--- src/common/tracer_consts.svh ---
`ifndef TRACER_CONSTS_SVH
`define TRACER_CONSTS_SVH

// fixed-point value width.
`define WORD_BITS        32

`define RAY_WORDS        6          // origin xyz, direction xyz.
`define TRI_WORDS        12         // three vertices and a normal.
`define INSTR_WORDS      18         // ray words followed by triangle words.

`define TRI_COUNT        5          // triangles streamed per ray.

`define MEM_ADDR_BITS    12         // triangle index width.
`define WB_ADR_BITS      16         // triangle index plus 4-bit word select.

`define RAY_FIFO_DEPTH   4
`define INSTR_FIFO_DEPTH 8

`endif

--- src/common/tracer_pkg.sv ---
`include "tracer_consts.svh"

package tracer_pkg;

    typedef logic signed [`WORD_BITS-1:0] word_t;

    // word 0 sits in the low bits of every packed vector.
    typedef logic [`RAY_WORDS*`WORD_BITS-1:0] ray_t;
    typedef logic [`TRI_WORDS*`WORD_BITS-1:0] tri_t;
    typedef logic [`INSTR_WORDS*`WORD_BITS-1:0] instr_t;  // ray in words 0-5.

    typedef logic [`MEM_ADDR_BITS-1:0] tri_addr_t;
    typedef logic [`WB_ADR_BITS-1:0] wb_adr_t;

    typedef enum logic [1:0] {
        idle,
        load_ray,
        fetch_tri,
        emit
    } streamer_state_t;

endpackage

--- src/streamer/streamer.sv ---
`include "tracer_consts.svh"

module streamer
    import tracer_pkg::*;
(
    input  logic      clock,
    input  logic      reset,

    // ray FIFO side.
    input  logic      ray_empty,
    output logic      ray_rd_en,
    input  ray_t      ray_in,

    // instruction FIFO side.
    input  logic      instr_full,
    output logic      instr_wr_en,
    output instr_t    instr_word,

    // triangle memory side.
    output tri_addr_t tri_addr,
    input  tri_t      tri_data
);

    localparam int RAY_BITS   = `RAY_WORDS * `WORD_BITS;
    localparam int INSTR_BITS = `INSTR_WORDS * `WORD_BITS;
    localparam tri_addr_t TRI_END = `TRI_COUNT;

    streamer_state_t state;

    always_ff @(posedge clock or posedge reset) begin
        if (reset) begin
            state       <= idle;
            ray_rd_en   <= 1'b0;
            instr_wr_en <= 1'b0;
            instr_word  <= '0;
            tri_addr    <= '0;
        end else begin
            case (state)
                idle: begin
                    instr_wr_en <= 1'b0;
                    tri_addr    <= '0;
                    if (!ray_empty) begin
                        ray_rd_en <= 1'b1;   // head stays valid until the pop edge.
                        state     <= load_ray;
                    end
                end

                load_ray: begin
                    ray_rd_en                <= 1'b0;
                    instr_word[RAY_BITS-1:0] <= ray_in;
                    state                    <= fetch_tri;
                end

                // tri_data already holds the triangle at tri_addr.
                fetch_tri: begin
                    instr_wr_en                       <= 1'b0;
                    instr_word[INSTR_BITS-1:RAY_BITS] <= tri_data;
                    tri_addr                          <= tri_addr + 1'b1;
                    state                             <= emit;
                end

                emit: begin
                    if (!instr_full) begin
                        instr_wr_en <= 1'b1;
                        if (tri_addr == TRI_END) begin
                            tri_addr <= '0;
                            state    <= idle;
                        end else begin
                            state <= fetch_tri;
                        end
                    end
                end

                default: begin
                    ray_rd_en   <= 1'b0;
                    instr_wr_en <= 1'b0;
                    tri_addr    <= '0;
                    state       <= idle;
                end
            endcase
        end
    end

endmodule

--- config.mk ---
export PLATFORM = sky130hd
export DESIGN_NAME = streamer
export DESIGN_NICKNAME = d
export VERILOG_FILES = /design/src/common/tracer_pkg.sv /design/src/streamer/streamer.sv
export VERILOG_INCLUDE_DIRS = /design/src /design/src/common
export SDC_FILE = /design/constraint.sdc
export NUM_CORES = 1
export LEC_CHECK = 0
export BUFFER_PORTS_ARGS = -buffer_cell sky130_fd_sc_hd__buf_2
export CAP_MARGIN = 20
export CORE_AREA = 5 5 459 461
export DETAILED_ROUTE_END_ITERATION = 10
export DIE_AREA = 0 0 464 466
export PLACE_DENSITY = 0.35
export SYNTH_ARGS = -nofsm -noshare
export SYNTH_HDL_FRONTEND = slang
export SYNTH_SLANG_ARGS = --single-unit
--- constraint.sdc ---
create_clock -name clock -period 39.5 [get_ports clock]
set_input_delay 11.85 -clock clock [delete_from_list [all_inputs] [get_ports clock]]
set_output_delay 11.85 -clock clock [all_outputs]
set_load 0.02 [all_outputs]
==> metrics.md <==
| Metric | Value |
|---|---|
| Layout cells sized above 1 | between 30 and 40% |
| Number of CTS-inserted buffers | 80 |
| Nets | around 3900 |
| Crit-path cells | buf_2 > inv_8 > buf_4 > buf_4 > buf_4 > buf_4 |
| Syn Nets | around 2700 |
| Total setup buffers inserted after CTS | 0 |
| Clock root cell | clkbuf_16 |
| PwrDens | 97.5 nW/um^2 |
| Slew HR | 28.2% |
| Achievable frequency | between 60 and 70 MHz |
| GR Util met2 | 20.9% |
| Htree depth | 3 |
| Top-count cell post-synth | nand2_1 |
| CP max FO | between 70 and 80 |
| HPWL after detailed placement | approximately 120 mm |
| Register area share after synthesis | 66.3% |
| Reg clk slew, reported paths | around 0.06 ns |
| Critical-path top delay cell | buf_4 |
| Antenna-violating nets left | 0 |
| Gr usage total | between 10 and 15% |
| Synth top area share | between 60% and 70% |
| Rows | ~170 |
| Largest net degree at the start of global routing | between 150 and 200 |
| Multi-input logic area | a little under 7000 sq um |
| Cts hold-fix bufs | 0 |
| Post-Syn Instances | 2122 |
| Mapped Avg Cell Area | 10.5 sq um |
| DR vias | between 20000 and 25000 |
| Via-to-Cell Ratio | 3.31 |
| FF+latch area | between 10000 and 15000 sq um |
| Critical path startpoint category | primary input |
| Synth Register Bits | 592 |
| Routing usage on met3 | 6.26% |
| DR pass1 iterations | 5 |
| Worst Skew | 0.0500 ns |
| Crit Path Category | in -> async |
| Post-cts sizing count | 0 |
| Grt ovf | 0 |
| Placed cell count | a little under 6000 |
| Post-synth EDFFs | 0 |
| Outcome | finished, final reports clean |
| Clock tree buffer depth | 3 |
| CTS tree | built |
| Synth top area cells | dfrtp_1 (66%), nand2_1 (19%), mux2_1 (9.7%), buf_2 (1.6%), buf_6 (0.50%) |
| Worst-Margin Slew | 1.06 ns |
| Leakage Power | between 15 and 20 nW |
| Final setup TNS | 0 ns |
| Synth unique cells | 31 |
| Most used cell, CP | buf_4 |
| Maximum Capacitance Violations | 0 |
| CTS Sinks | about 600 |
| Worst skew pair latency | between 0.7 and 0.8 ns |
| Cell taking the most area after synthesis | dfrtp_1 |
| WL/cell | about 24 microns |
| Total power | roughly 3.3 mW |
| Largest stage delay on the critical path | a little under 0.9 ns |
| Die height | between 400 and 500 microns |
| Vias in the first global route | just over 20000 |
| Die span in x | around 460 microns |
| Critical Path Sink Type | asynchronous set/reset pin |
| Worst Path Arrival | around 16 ns |
| Critical Path RT | about 40 ns |
| Synthesized area | 22300 sq um |
| Core footprint | slightly above 200000 sq um |
| DRT iter0 DRCs | a little over 1000 |
| Final setup viols | 0 |
| RSZ-0062 raised after global routing | false |
| Synth Warn # | 0 |
| Fin crit share | about 38% |
| Placer Congestion | between 0.8 and 0.9 |
| Boundary Pins | 1170 |
| Max Slew Vio Count | 0 |
| Met1 GRT Util | 15.4% |
| Hold slack | between 0.4 and 0.5 ns |
| Final std cells w/o fill | about 6100 |
| Min cycle time layout | approximately 15 ns |
| Fillers | ~23000 |
| Post-synth top cells | nand2_1 (1159), dfrtp_1 (592), mux2_1 (192) |
| Final hold violations | 0 |
| Initial antenna violation count | 148 |
| Post-Route WL | between 100 and 150 mm |
| Peak VDD IR | roughly 0.042 mV |
| DRC | 0 |
| Top_reg_cell synth | dfrtp_1 |
| Area grow syn2layout | 52.3% |
| Global-route wire length before repair | 190 mm |
| Asr flop ratio synth | 100% |
| HP Class | reg -> reg |
| Starting density of the core | ~11% |
| Peak-usage layer in the global routing report | met2 |
| PortBufs | around 1200 |
| DIE AREA | ~220000 sq um |
==> cells by family after synthesis <==
group	synth area share [%]
flops	66.3
fa+ha+maj	0.112
xor+xnor	0.0392
simple gates	20.2
mux	9.68
buf+inv	2.95
compound gates	0.694
==> worst max-delay path, delay by kind of cell <==
kind / cells / cell delay, ns
buffers and inverters: 6 / 3.43
==> final timing paths <==
| kind | from | endpoint | slack, ns | cells past startpoint |
|---|---|---|---|---|
| setup / recovery | reset | instr_word[178] | 24.64 | 6 |
| hold / removal | instr_word[272] | instr_word[272] | 0.47 | 2 |
| setup reg to reg | state[1] | instr_word[461] | 36.09 | 6 |
| hold reg to reg | instr_word[272] | instr_word[272] | 0.47 | 2 |
| max in group clock | tri_addr[6] | tri_addr[6] | 26.25 | 1 |
| min in group asynchronous | reset | instr_word[443] | 11.17 | 2 |
==> state kept, by name, indices dropped and copies added, names as in the netlist <==
| register | count |
|---|---|
| tri_addr | 12 |
| state | 2 |
| instr_word | 576 |
| instr_wr_en | 1 |
| ray_rd_en | 1 |
==> final cells by class <==
cell class	count	area share, %
timing repair buffer	1189	17.7
tap	2704	9.94
inverter	6	0.0882
antenna	29	0.213
clock buffer	119	6.78
sequential	592	43.5
multi-input combinational	1412	20.2
clock inverter	29	1.45
==> placed cells by master (no fill, tap or decap), types with 2 or more instances in the layout <==
| cell type | count |
|---|---|
| clkbuf_16 | 80 |
| clkinv_2 | 7 |
| buf_4 | 17 |
| o22ai_1 | 3 |
| mux2_1 | 192 |
| a21oi_1 | 7 |
| nand2_1 | 1159 |
| ha_1 | 2 |
| clkbuf_1 | 23 |
| nor2_1 | 9 |
| dfrtp_1 | 592 |
| clkbuf_8 | 16 |
| inv_6 | 3 |
| a41oi_1 | 2 |
| and2_1 | 2 |
| buf_12 | 3 |
| inv_16 | 3 |
| bufinv_16 | 8 |
| inv_1 | 4 |
| nand3_1 | 5 |
| diode_2 | 29 |
| and3_1 | 2 |
| clkinv_16 | 3 |
| buf_2 | 1169 |
| clkinv_4 | 4 |
| and4_1 | 2 |
| o21ai_1 | 9 |
| o21ai_0 | 5 |
| nand4_1 | 2 |
==> metrics by stage <==
step                      worst slack, ns  instance area, sq um  utilization (%)
after floorplan                     11.08                 22300                -
after global routing                23.99                 34000             16.5
final                               24.64                 34000             16.5
after CTS                           24.50                 34000             16.5
after detailed placement            23.67                 31200             15.1
after global placement              23.68                 31200             15.1
==> metal layers <==
layer  wire (microns)  up-vias
li1                 -     9002
met1            58700     9642
met2            66500     1089
met3            16400      281
met4             3140       88
met5              574        -
==> where the power goes <==
part,switching [mW],internal (mW)
sequential,0.160,0.908
clock,0.311,0.463
combinational,1.05,0.424
total,1.52,1.80
Power figures use the tool's default switching activity.
