## config.mk

```make
export PLATFORM = sky130hd
export DESIGN_NAME = stream_fifo
export DESIGN_NICKNAME = d
export VERILOG_FILES = /design/src/rtl/stream_fifo.sv
export SDC_FILE = /design/constraint.sdc
export NUM_CORES = 1
export LEC_CHECK = 0
export ABC_CLOCK_PERIOD_IN_PS = 3050
export BUFFER_PORTS_ARGS = -buffer_cell sky130_fd_sc_hd__buf_2
export CAP_MARGIN = 20
export CORE_MARGIN = 3
export CORE_UTILIZATION = 40
export CTS_CLUSTER_DIAMETER = 200
export DETAILED_ROUTE_END_ITERATION = 10
export PLACE_DENSITY = 0.58
export SETUP_SLACK_MARGIN = 0.3
export SLEW_MARGIN = 20
export SYNTH_ARGS = -nofsm -noshare
export SYNTH_HDL_FRONTEND = slang
export SYNTH_SLANG_ARGS = --single-unit
export TNS_END_PERCENT = 10
```

## constraint.sdc

```tcl
create_clock -name clock -period 3.05 [get_ports clock]
set_clock_uncertainty 0.2 [all_clocks]
set_input_delay 0.305 -clock clock [delete_from_list [all_inputs] [get_ports clock]]
set_output_delay 0.305 -clock clock [all_outputs]
set_load 0.1 [all_outputs]
```

## src/rtl/stream_fifo.sv

```systemverilog
module stream_fifo #(
    parameter int WIDTH = 32,
    parameter int DEPTH = 4
) (
    input  logic             clock,
    input  logic             reset,

    input  logic             wr_en,
    input  logic [WIDTH-1:0] wr_data,
    output logic             full,

    input  logic             rd_en,
    output logic [WIDTH-1:0] rd_data,
    output logic             empty
);

    localparam int PTR_BITS = (DEPTH > 1) ? $clog2(DEPTH) : 1;
    localparam logic [PTR_BITS-1:0] LAST_SLOT = PTR_BITS'(DEPTH - 1);
    localparam logic [PTR_BITS:0] FULL_COUNT = (PTR_BITS + 1)'(DEPTH);

    logic [WIDTH-1:0] mem [DEPTH];
    logic [PTR_BITS-1:0] wr_ptr;
    logic [PTR_BITS-1:0] rd_ptr;
    logic [PTR_BITS:0] count;
    logic push;
    logic pop;

    function automatic logic [PTR_BITS-1:0] bump(input logic [PTR_BITS-1:0] ptr);
        return (ptr == LAST_SLOT) ? '0 : ptr + 1'b1;
    endfunction

    assign full  = (count == FULL_COUNT);
    assign empty = (count == '0);
    assign push  = wr_en && !full;   // push while full is dropped.
    assign pop   = rd_en && !empty;

    assign rd_data = mem[rd_ptr];    // head shown without a read cycle.

    always_ff @(posedge clock or posedge reset) begin
        if (reset) begin
            wr_ptr <= '0;
            rd_ptr <= '0;
            count  <= '0;
        end else begin
            if (push) begin
                wr_ptr <= bump(wr_ptr);
            end
            if (pop) begin
                rd_ptr <= bump(rd_ptr);
            end
            case ({push, pop})
                2'b10:   count <= count + 1'b1;
                2'b01:   count <= count - 1'b1;
                default: count <= count;
            endcase
        end
    end

    always_ff @(posedge clock) begin
        if (push) begin
            mem[wr_ptr] <= wr_data;
        end
    end

endmodule

```

==> impl_metrics.ini, run 1 <==
[grt]
grtUsageTotal_pct = 14.4
grt_antenna_before_repair = 0
grt_pass1_wl_mm = 14.9
grt_remaining_overflow = 0
grt_max_degree = 29
grt_pass1_vias = 2721

[timing]
hold_violations = 0
setup-tns-final_ns = 0
rsz0062_at_grt = no
max_slew_margin_pct = 67.2
fin_crit_sh_pct = 83.0
fmax_mhz = 395
setup_viol = 0
worst_pin_slew_ns = 0.495
maxSlewViolCount = 0
fin_crit_ns = 2.53

[routing]
routed_wl_mm = 9.15
drt-pass1-iter-count = 4
drc = 0
drt_iter0_markers = 216
top_layer = met4
via_count = 2420
wl_met3_microns = 459
vias_per_cell = 4.73
route.met2.wl_mm = 4.46
drt-met1-wl_mm = 4.14
post_drt_wl_per_cell_microns = 17.9
ant_nets = 0

[clocking]
cts.reportedPaths.clkPinSlew_ns = 0.05
cts_tree = done
clockBufferDepth = 2
htreeDepth = 4
cts_root_buf = clkbuf_16
cts_num_sinks = 135
clkLatencyLatePin_ns = 0.41
cts_made_buffers = 17

[die]
placeableCoreArea_sq_um = 12300
die_area_sq_um = 14200
boundaryPins = 70
die_x_microns = 119
initial_core_util_pct = 41.8
die_y_microns = 119
rows = 40

[synth]
synth_warnings = 0
synth_fp_nets = 252
synth_cell_types = 21
netlist_top_cells_area = edfxtp_1 75%, mux4_2 12%, dfrtp_1 3.4%, mux4_1 2.1%, ha_1 1.5%
synth_edf_count = 128
netlist_area_sq_um = 5120
synth_top_area_share_pct = 75.1
ys_ff_latch = 135
ys.flop_type = edfxtp_1
synthArstFlopShare_pct = 5.19
synth_seq_area_share_pct = 78.5
synthCells = 209
syn_avg_cell_area_sq_um = 24.5
synth_top_area_cell = edfxtp_1

[status]
outcome = complete, no violations

[setup_path]
reg2reg_depth = 4
worstPathRequired_ns = 2.54
slowest_delay_ns = 0.58
critPathSlowestCell = dfrtp_4
critPathMaxFanout = 11
startpoint_type = register
arrival_ns = 2.03
critPathCaptureType = output port
worst-setup-path-type = reg2out
cp_cell_sequence = buf_8 > mux4_2 > buf_2
r2r_end = mem[2][5]
r2r-start = count[2]
rrSetupSlack_ns = 0.88

[final_layout]
nets = 375
area_delta_synth_final_pct = 29.6
diodes = 0
drive_gt1_share_pct = 43.0

[hold_path]
min_from = rd_en
hold_depth = 3
hp-class = in2reg
min_to = rd_ptr[0]

[placed_design]
gp_congestion = 0.697
portBuffers = 69
dp_hpwl_mm = 5.55

[job]
max_cap_violations = 0
worst max-delay path, delay by kind of cell, from the launching register on:
| kind | cells | cell delay, ns |
|---|---|---|
| flip-flops | 1 | 0.58 |
| multiplexers | 1 | 0.52 |
| buffers and inverters | 2 | 0.52 |
metal layers:
| metal | track usage (%) | vias up |
|---|---|---|
| li1 | - | 1109 |
| met5 | 0 | - |
| met1 | 18.2 | 1233 |
| met2 | 22.2 | 66 |
| met3 | 6.03 | 12 |
| met4 | 5.43 | 0 |
cells in the mapped netlist (2+ instances only):
library cell,count
buf_12,3
nor2_1,3
mux4_2,28
and2_1,4
edfxtp_1,128
inv_1,8
mux4_1,4
mux2_2,4
buf_2,3
xor2_1,2
ha_1,6
dfrtp_1,7
state kept, by name, summed over array words and instances, names as in the netlist:
signal / flops
mem: 128
count: 3
rd_ptr: 2
wr_ptr: 2
worst max path at each step:
| stage | slack [ns] | start | cells after the start | endpoint |
|---|---|---|---|---|
| 2_1_floorplan | 0.25 | count[1] | 9 | count[2] |
| 3_3_place_gp | 0.63 | rd_ptr[0] | 3 | rd_data[4] |
| 3_5_place_dp | 0.63 | rd_ptr[0] | 3 | rd_data[4] |
| 4_1_cts | 0.33 | rd_ptr[1] | 3 | rd_data[5] |
| 5_1_grt | 0.43 | rd_ptr[0] | 3 | rd_data[11] |
| 6_report | 0.52 | rd_ptr[0] | 3 | rd_data[25] |
metrics by stage:
step	hold WS, ns	area (sq um)	setup WS, ns	std cells	util (%)
floorplan	-0.0916	5140	0.251	209	-
global placement	0.0686	5720	0.629	447	46.7
detailed placement	0.0632	5720	0.627	447	46.7
CTS	0.114	6620	0.334	511	54.0
global route	0.136	6640	0.433	512	54.1
finish	0.119	6640	0.518	512	54.1
logic make-up (layout without fill, tap and decap cells):
family	count (synthesis)	after routing	share of synthesized area (%)
flops	135	135	78.5
mux	37	37	15.4
buf+inv	16	151	2.35
simple gates	11	11	1.34
fa+ha+maj	7	7	1.86
xor+xnor	3	3	0.513
what timing repair did:
action	in CTS	in global routing
hold buffers	33	0
hold endpoints to repair	135	0
endpoints found under the setup margin	18	16
cloned	0	0
buffers inserted	0	1
gates resized for setup	1	1
placed cells by master (no fill, tap or decap), drive strengths merged:
cell,n
clkbuf,18
mux2i,1
nor3,1
dfrtp,7
edfxtp,128
nor2b,1
xnor2,1
inv,8
nor2,3
fa,1
nand2b,1
clkinv,9
buf,79
ha,6
clkinvlp,1
bufinv,3
dlygate4sd3,33
and2,4
mux2,4
xor2,2
mux4,32
nor3b,1
area by class of cell:
class / instances / area, sq um
clock inverter: 13 / 138
inverter: 8 / 30.0
tap: 168 / 210
multi-input combinational: 58 / 1010
clock buffer: 18 / 429
fill: 987 / 5620
timing repair buffer: 112 / 796
sequential: 135 / 4030
Power of run 1 is left out: the tool's default activity adds up to more than one toggle a clock period on the data nets, which glitch-free logic cannot reach.
==> run 2, diff against run 1 <==
--- a/config.mk
+++ b/config.mk
@@ -5,14 +5,14 @@
 export SDC_FILE = /design/constraint.sdc
 export NUM_CORES = 1
 export LEC_CHECK = 0
-export ABC_CLOCK_PERIOD_IN_PS = 3050
+export ABC_CLOCK_PERIOD_IN_PS = 2200
 export BUFFER_PORTS_ARGS = -buffer_cell sky130_fd_sc_hd__buf_2
 export CAP_MARGIN = 20
 export CORE_MARGIN = 3
 export CORE_UTILIZATION = 40
 export CTS_CLUSTER_DIAMETER = 200
 export DETAILED_ROUTE_END_ITERATION = 10
-export PLACE_DENSITY = 0.58
+export PLACE_DENSITY = 0.6
 export SETUP_SLACK_MARGIN = 0.3
 export SLEW_MARGIN = 20
 export SYNTH_ARGS = -nofsm -noshare
==> constraint.sdc (replaced) <==
create_clock -name clock -period 2.2 [get_ports clock]
set_clock_uncertainty 0.2 [all_clocks]
set_input_delay 0.22 -clock clock [delete_from_list [all_inputs] [get_ports clock]]
set_output_delay 0.22 -clock clock [all_outputs]
set_load 0.1 [all_outputs]
==> run 2 against run 1 <==
The run now ends with negative setup slack left; via count grew 0.70%; flip-flop and latch count is the same; design area grew 6.2%; utilization grew 3.3 points; critical path depth grew 1; register-to-register slack lost 0.77 ns; count of clock-buffer cells in the layout grew 6; die area is the same; non-clock buffer count grew 8; first-iteration DRC count shrank 43%; worst hold slack lost 0.022 ns; largest cell class unchanged; highest routed layer unchanged.
==> impl_metrics.ini, run 2 (synthesized netlist as in run 1, its figures left out) <==
[setup_path]
crit_top_cell = buf_12
worst-setup-path-type = reg2out
r2r-start = count[0]
startpoint_type = register
slowest_delay_ns = 0.55
critPathMaxFanout = 8
critPathCaptureType = output port
r2r_end = count[2]
rrSetupSlack_ns = 0.11
arrival_ns = 1.82
reg2reg_depth = 9
cp_cell_sequence = buf_6 > buf_12 > mux4_2 > buf_12
critPathSlowestCell = mux4_2
worstPathRequired_ns = 1.78

[grt]
grt_pass1_wl_mm = 15.0
grtUsageTotal_pct = 14.4
grt_pass1_vias = 2737
grt_antenna_before_repair = 0
grt_max_degree = 23
grt_remaining_overflow = 0

[status]
outcome = finished with violations
violations = negative setup slack

[die]
die_x_microns = 119
rows = 40
boundaryPins = 70
placeableCoreArea_sq_um = 12300
die_y_microns = 119
initial_core_util_pct = 41.8
die_area_sq_um = 14200

[final_layout]
area_delta_synth_final_pct = 37.6
layout_common_cells = 128 x edfxtp_1, 35 x buf_2, 34 x dlygate4sd3_1
regMostFlops = mem
top_regs = mem: 128 flops, count: 3 flops
diodes = 0
fin_cells = 521
largest_reg_flops = 128
final_common_cell = edfxtp_1
n_fill_cell = 905
drive_gt1_share_pct = 46.2
nets = 383

[clocking]
cts_root_buf = clkbuf_16
htreeDepth = 4
clockBufferDepth = 2
cts_made_buffers = 17
cts_num_sinks = 135
clkLatencyLatePin_ns = 0.41
cts.reportedPaths.clkPinSlew_ns = 0.05
cts_tree = done

[placed_design]
gp_congestion = 0.714
portBuffers = 69
dp_hpwl_mm = 5.62
dpl.cell_count = 452

[timing]
setup_viol = 15
max_slew_margin_pct = 75.9
fmax_mhz = 447
maxSlewViolCount = 0
fin_crit_sh_pct = 102
setup_ws_ns = -0.0363
worst_pin_slew_ns = 0.361
rsz0062_at_grt = yes
hold_violations = 0
hold_ws_ns = 0.0975
fin_crit_ns = 2.24

[routing]
ant_nets = 0
post_drt_wl_per_cell_microns = 17.9
routed_wl_mm = 9.32
drt-pass1-iter-count = 4
drc = 0
drt_iter0_markers = 123
vias_per_cell = 4.68
via_count = 2437

[hold_path]
hp-class = in2async

[job]
max_cap_violations = 0
run 2: cell type report:
| cell class | count | area, sq um | area share [%] |
|---|---|---|---|
| Inverter | 8 | 30.0 | 0.426 |
| Clock buffer | 24 | 472 | 6.69 |
| Clock inverter | 8 | 52.6 | 0.746 |
| Sequential cell | 135 | 4020 | 57.1 |
| Tap cell | 168 | 210 | 2.98 |
| Multi-Input combinational cell | 58 | 1020 | 14.5 |
| Timing Repair Buffer | 120 | 1230 | 17.5 |
run 2: how the worst max path moves through the flow:
stage               startpoint     endpoint  slack [ns]  cells after the start
floorplan             count[1]     count[2]       -0.58                      9
global placement      count[2]     count[1]        0.15                      7
detailed placement    count[1]     count[2]        0.10                      9
CTS                  rd_ptr[0]   rd_data[5]       -0.07                      4
global route         rd_ptr[0]  rd_data[11]       -0.11                      4
finish               rd_ptr[0]  rd_data[13]       -0.04                      4
run 2: through the flow:
step / setup WS [ns] / setup TNS [ns] / instance area (sq um) / utilization (%)
floorplan: -0.581 / -51.63 / 5150 / -
global placement: 0.153 / 0 / 5930 / 48.4
detailed placement: 0.101 / 0 / 5930 / 48.4
CTS: -0.0708 / -0.871 / 7020 / 57.3
global route: -0.113 / -2.03 / 7050 / 57.5
finish: -0.0363 / -0.221 / 7050 / 57.5
run 2: metal layers:
metal / wire, microns / track usage, % / part of all wire (%)
met5: 0 / 0 / 0
met4: 70 / 5.21 / 0.75
met3: 467 / 5.22 / 5.0
met2: 4690 / 22.5 / 50
met1: 4090 / 18.6 / 44
run 2: worst max-delay path, delay by kind of cell, from the launching register on:
family	cells	cell delay [ns]
multiplexers	1	0.55
flip-flops	1	0.40
buffers and inverters	3	0.46
run 2: timing repair:
action | in CTS | in global routing
setup endpoints to repair | 99 | 53
pin swaps | 6 | 2
hold buffers | 34 | 0
gates cloned | 0 | 0
buffers inserted | 3 | 0
endpoints found under the hold margin | 137 | 0
resized for setup | 63 | 9
Power of run 2 is left out for the same reason.
==> run 3, diff against run 2 <==
--- a/config.mk
+++ b/config.mk
@@ -5,6 +5,7 @@
 export SDC_FILE = /design/constraint.sdc
 export NUM_CORES = 1
 export LEC_CHECK = 0
+export ABC_AREA = 1
 export ABC_CLOCK_PERIOD_IN_PS = 2200
 export BUFFER_PORTS_ARGS = -buffer_cell sky130_fd_sc_hd__buf_2
 export CAP_MARGIN = 20
==> constraint.sdc (replaced) <==
create_clock -name clock -period 2.2 [get_ports clock]
set_clock_uncertainty 0.2 [all_clocks]
set_input_delay 0.22 -clock clock [delete_from_list [all_inputs] [get_ports clock]]
set_output_delay 0.22 -clock clock [all_outputs]
set_load 0.005 [all_outputs]
==> run 3 against run 2 <==
The run now ends clean; routed wire length up 11%; utilization down 4.2 points; fmax up 12%; flip-flop and latch count unchanged; die area up 7.1%; synthesized cell count up 110%; cell count up 42%; critical path type unchanged; largest cell class unchanged.
==> impl_metrics.ini, run 3 <==
[status]
outcome = complete, no violations

[grt]
grt_antenna_before_repair = 0
grt_max_degree = 47
grt_pass1_vias = 3263
grt_pass1_wl_mm = 16.2
grt_remaining_overflow = 0
grtUsageTotal_pct = 14.5

[clocking]
clkLatencyLatePin_ns = 0.40
clockBufferDepth = 2
cts.reportedPaths.clkPinSlew_ns = 0.05
cts_made_buffers = 17
cts_tree = done
htreeDepth = 4
cts_root_buf = clkbuf_16
cts_num_sinks = 135

[setup_path]
cp_cell_sequence = buf_12 > o211ai_1 > nand2_1 > buf_2
rrSetupSlack_ns = 0.21
worst-setup-path-type = reg2out
startpoint_type = register
worstPathRequired_ns = 1.78
timing.critical_path.buf_inv = 2
crit_family = flip-flops
slowest_delay_ns = 0.54
arrival_ns = 1.58
critPathSlowestCell = dfrtp_4
critPathCaptureType = output port
critPathMaxFanout = 46
reg2reg_depth = 8
r2r-start = count[2]
r2r_end = count[1]

[die]
die_y_microns = 123
placeableCoreArea_sq_um = 13300
die_x_microns = 123
die_area_sq_um = 15200
rows = 42
boundaryPins = 70
initial_core_util_pct = 41.2

[timing]
setup_viol = 0
setup-tns-final_ns = 0
setup_ws_ns = 0.204
maxSlewViolCount = 0
fmax_mhz = 501
rsz0062_at_grt = yes
worst_pin_slew_ns = 0.271
fin_crit_sh_pct = 90.7
hold_ws_ns = 0.0896
fin_crit_ns = 2.00
hold_violations = 0
max_slew_margin_pct = 81.9

[job]
max_cap_violations = 0

[placed_design]
placed_area_sq_um = 6160
dp_slack_ns = 0.226
portBuffers = 69
dp_hpwl_mm = 6.17
gp_congestion = 0.725

[synth]
synth_edf_count = 128
synth_seq_area_share_pct = 73.1
yosys.cell_count.top_type = edfxtp_1
synth_fp_nets = 478
syn_avg_cell_area_sq_um = 12.6
synth_warnings = 0
netlist_area_sq_um = 5500
synth_cell_types = 17
synthCells = 435
synth_top_area_cell = edfxtp_1
ys.flop_type = edfxtp_1
synthArstFlopShare_pct = 5.19
ys_ff_latch = 135
synth_top_area_share_pct = 69.9
netlist_top_cells_area = edfxtp_1 70%, o211ai_1 8.7%, nand2_1 7.6%, inv_1 5.3%, dfrtp_1 3.2%
synth_commonest_cells = 128 x edfxtp_1, 111 x nand2_1, 78 x inv_1

[final_layout]
largest_reg_flops = 128
diodes = 0
regMostFlops = mem
final_common_cell = edfxtp_1
drive_gt1_share_pct = 21.7
top_regs = mem: 128 flops, count: 3 flops
area_delta_synth_final_pct = 29.2
layout_common_cells = 128 x edfxtp_1, 109 x nand2_1, 78 x inv_1
post-route-cell-area_sq_um = 7110
nets = 595

[routing]
drt-pass1-iter-count = 4
post_drt_wl_per_cell_microns = 14.1
drc = 0
ant_nets = 0
via_count = 3449
drt_iter0_markers = 246
routed_wl_mm = 10.4
vias_per_cell = 4.67

[pwr]
ir_drop_uv = 752
total_power_mw = 9.14
p_leak_nw = 2.90
p_per_area_nw_per_um2 = 1290

[hold_path]
hp-class = in2async
run 3: cell types whose count changed after synthesis, sizes merged, moves of 4 or more:
| cell | delta |
|---|---|
| and2 | -4 |
| buf | +13 |
| inv | +73 |
| mux2 | -4 |
| mux4 | -32 |
| nand2 | +111 |
| nand3 | +7 |
| o211ai | +64 |
run 3: worst max-delay path by stage:
stage	start	endpoint	slack, ns	depth (start not counted)
3_5_place_dp	count[0]	count[2]	0.23	10
6_report	rd_ptr[0]	rd_data[20]	0.20	4
4_1_cts	rd_ptr[0]	rd_data[1]	0.18	4
5_1_grt	count[1]	count[1]	0.09	8
2_1_floorplan	count[0]	mem[0][0]	0.01	4
3_3_place_gp	count[0]	count[2]	0.33	10
run 3: per-layer routing:
metal / share of wire [%] / vias to the layer above / track usage (%)
met5: 0 / - / 0
met4: 0.75 / 0 / 5.47
met3: 4.6 / 5 / 4.30
met2: 50 / 75 / 23.2
met1: 44 / 1643 / 18.7
li1: - / 1726 / -
run 3: timing repair:
item,in CTS,in global routing
pin swaps,0,1
setup buffers,3,1
hold endpoints to repair,139,0
hold buffers,35,0
setup endpoints to repair,34,34
gates resized for setup,2,5
run 3: worst register-to-register path: stages (launching register included):
cell and delay [ns]:
dfrtp_1 0.40, inv_1 0.10, nand3_2 0.11, nand2_1 0.11, inv_1 0.06, ha_1 0.19, inv_1 0.11, fa_2 0.43
o21ai_0 0.19
run 3: cell families (layout without fill, tap and decap cells):
group,count (synthesis),after routing,share of synthesized area [%]
xor gates and xnor gates,1,1,0.159
adders and majority gates,7,7,1.73
and+or+nand+nor,125,125,8.74
DFF,135,135,73.1
buffers and inverters,102,230,7.48
AOI/OAI and AO/OA,65,65,8.83
run 3: cell type report:
type                            count  area [sq um]
Clock buffer                       17           425
Sequential cell                   135          4020
Clock inverter                     13           115
Timing Repair Buffer              119           903
Fill cell                        1151          6240
Multi-Input combinational cell    198          1120
Tap cell                          176           220
Inverter                           81           304
run 3: stage by stage:
step / utilization (%) / instances
CTS: 53.1 / 738
detailed placement: 46.2 / 670
floorplan: - / 435
global placement: 46.2 / 670
global route: 53.3 / 739
finish: 53.3 / 739
run 3: where the power goes:
part | total (mW) | switching (mW) | internal, mW
Combinational | 3.00 | 1.79 | 1.22
Sequential | 3.56 | 0.168 | 3.39
Clock | 2.57 | 0.950 | 1.62
(Power assumes the default switching activity.)
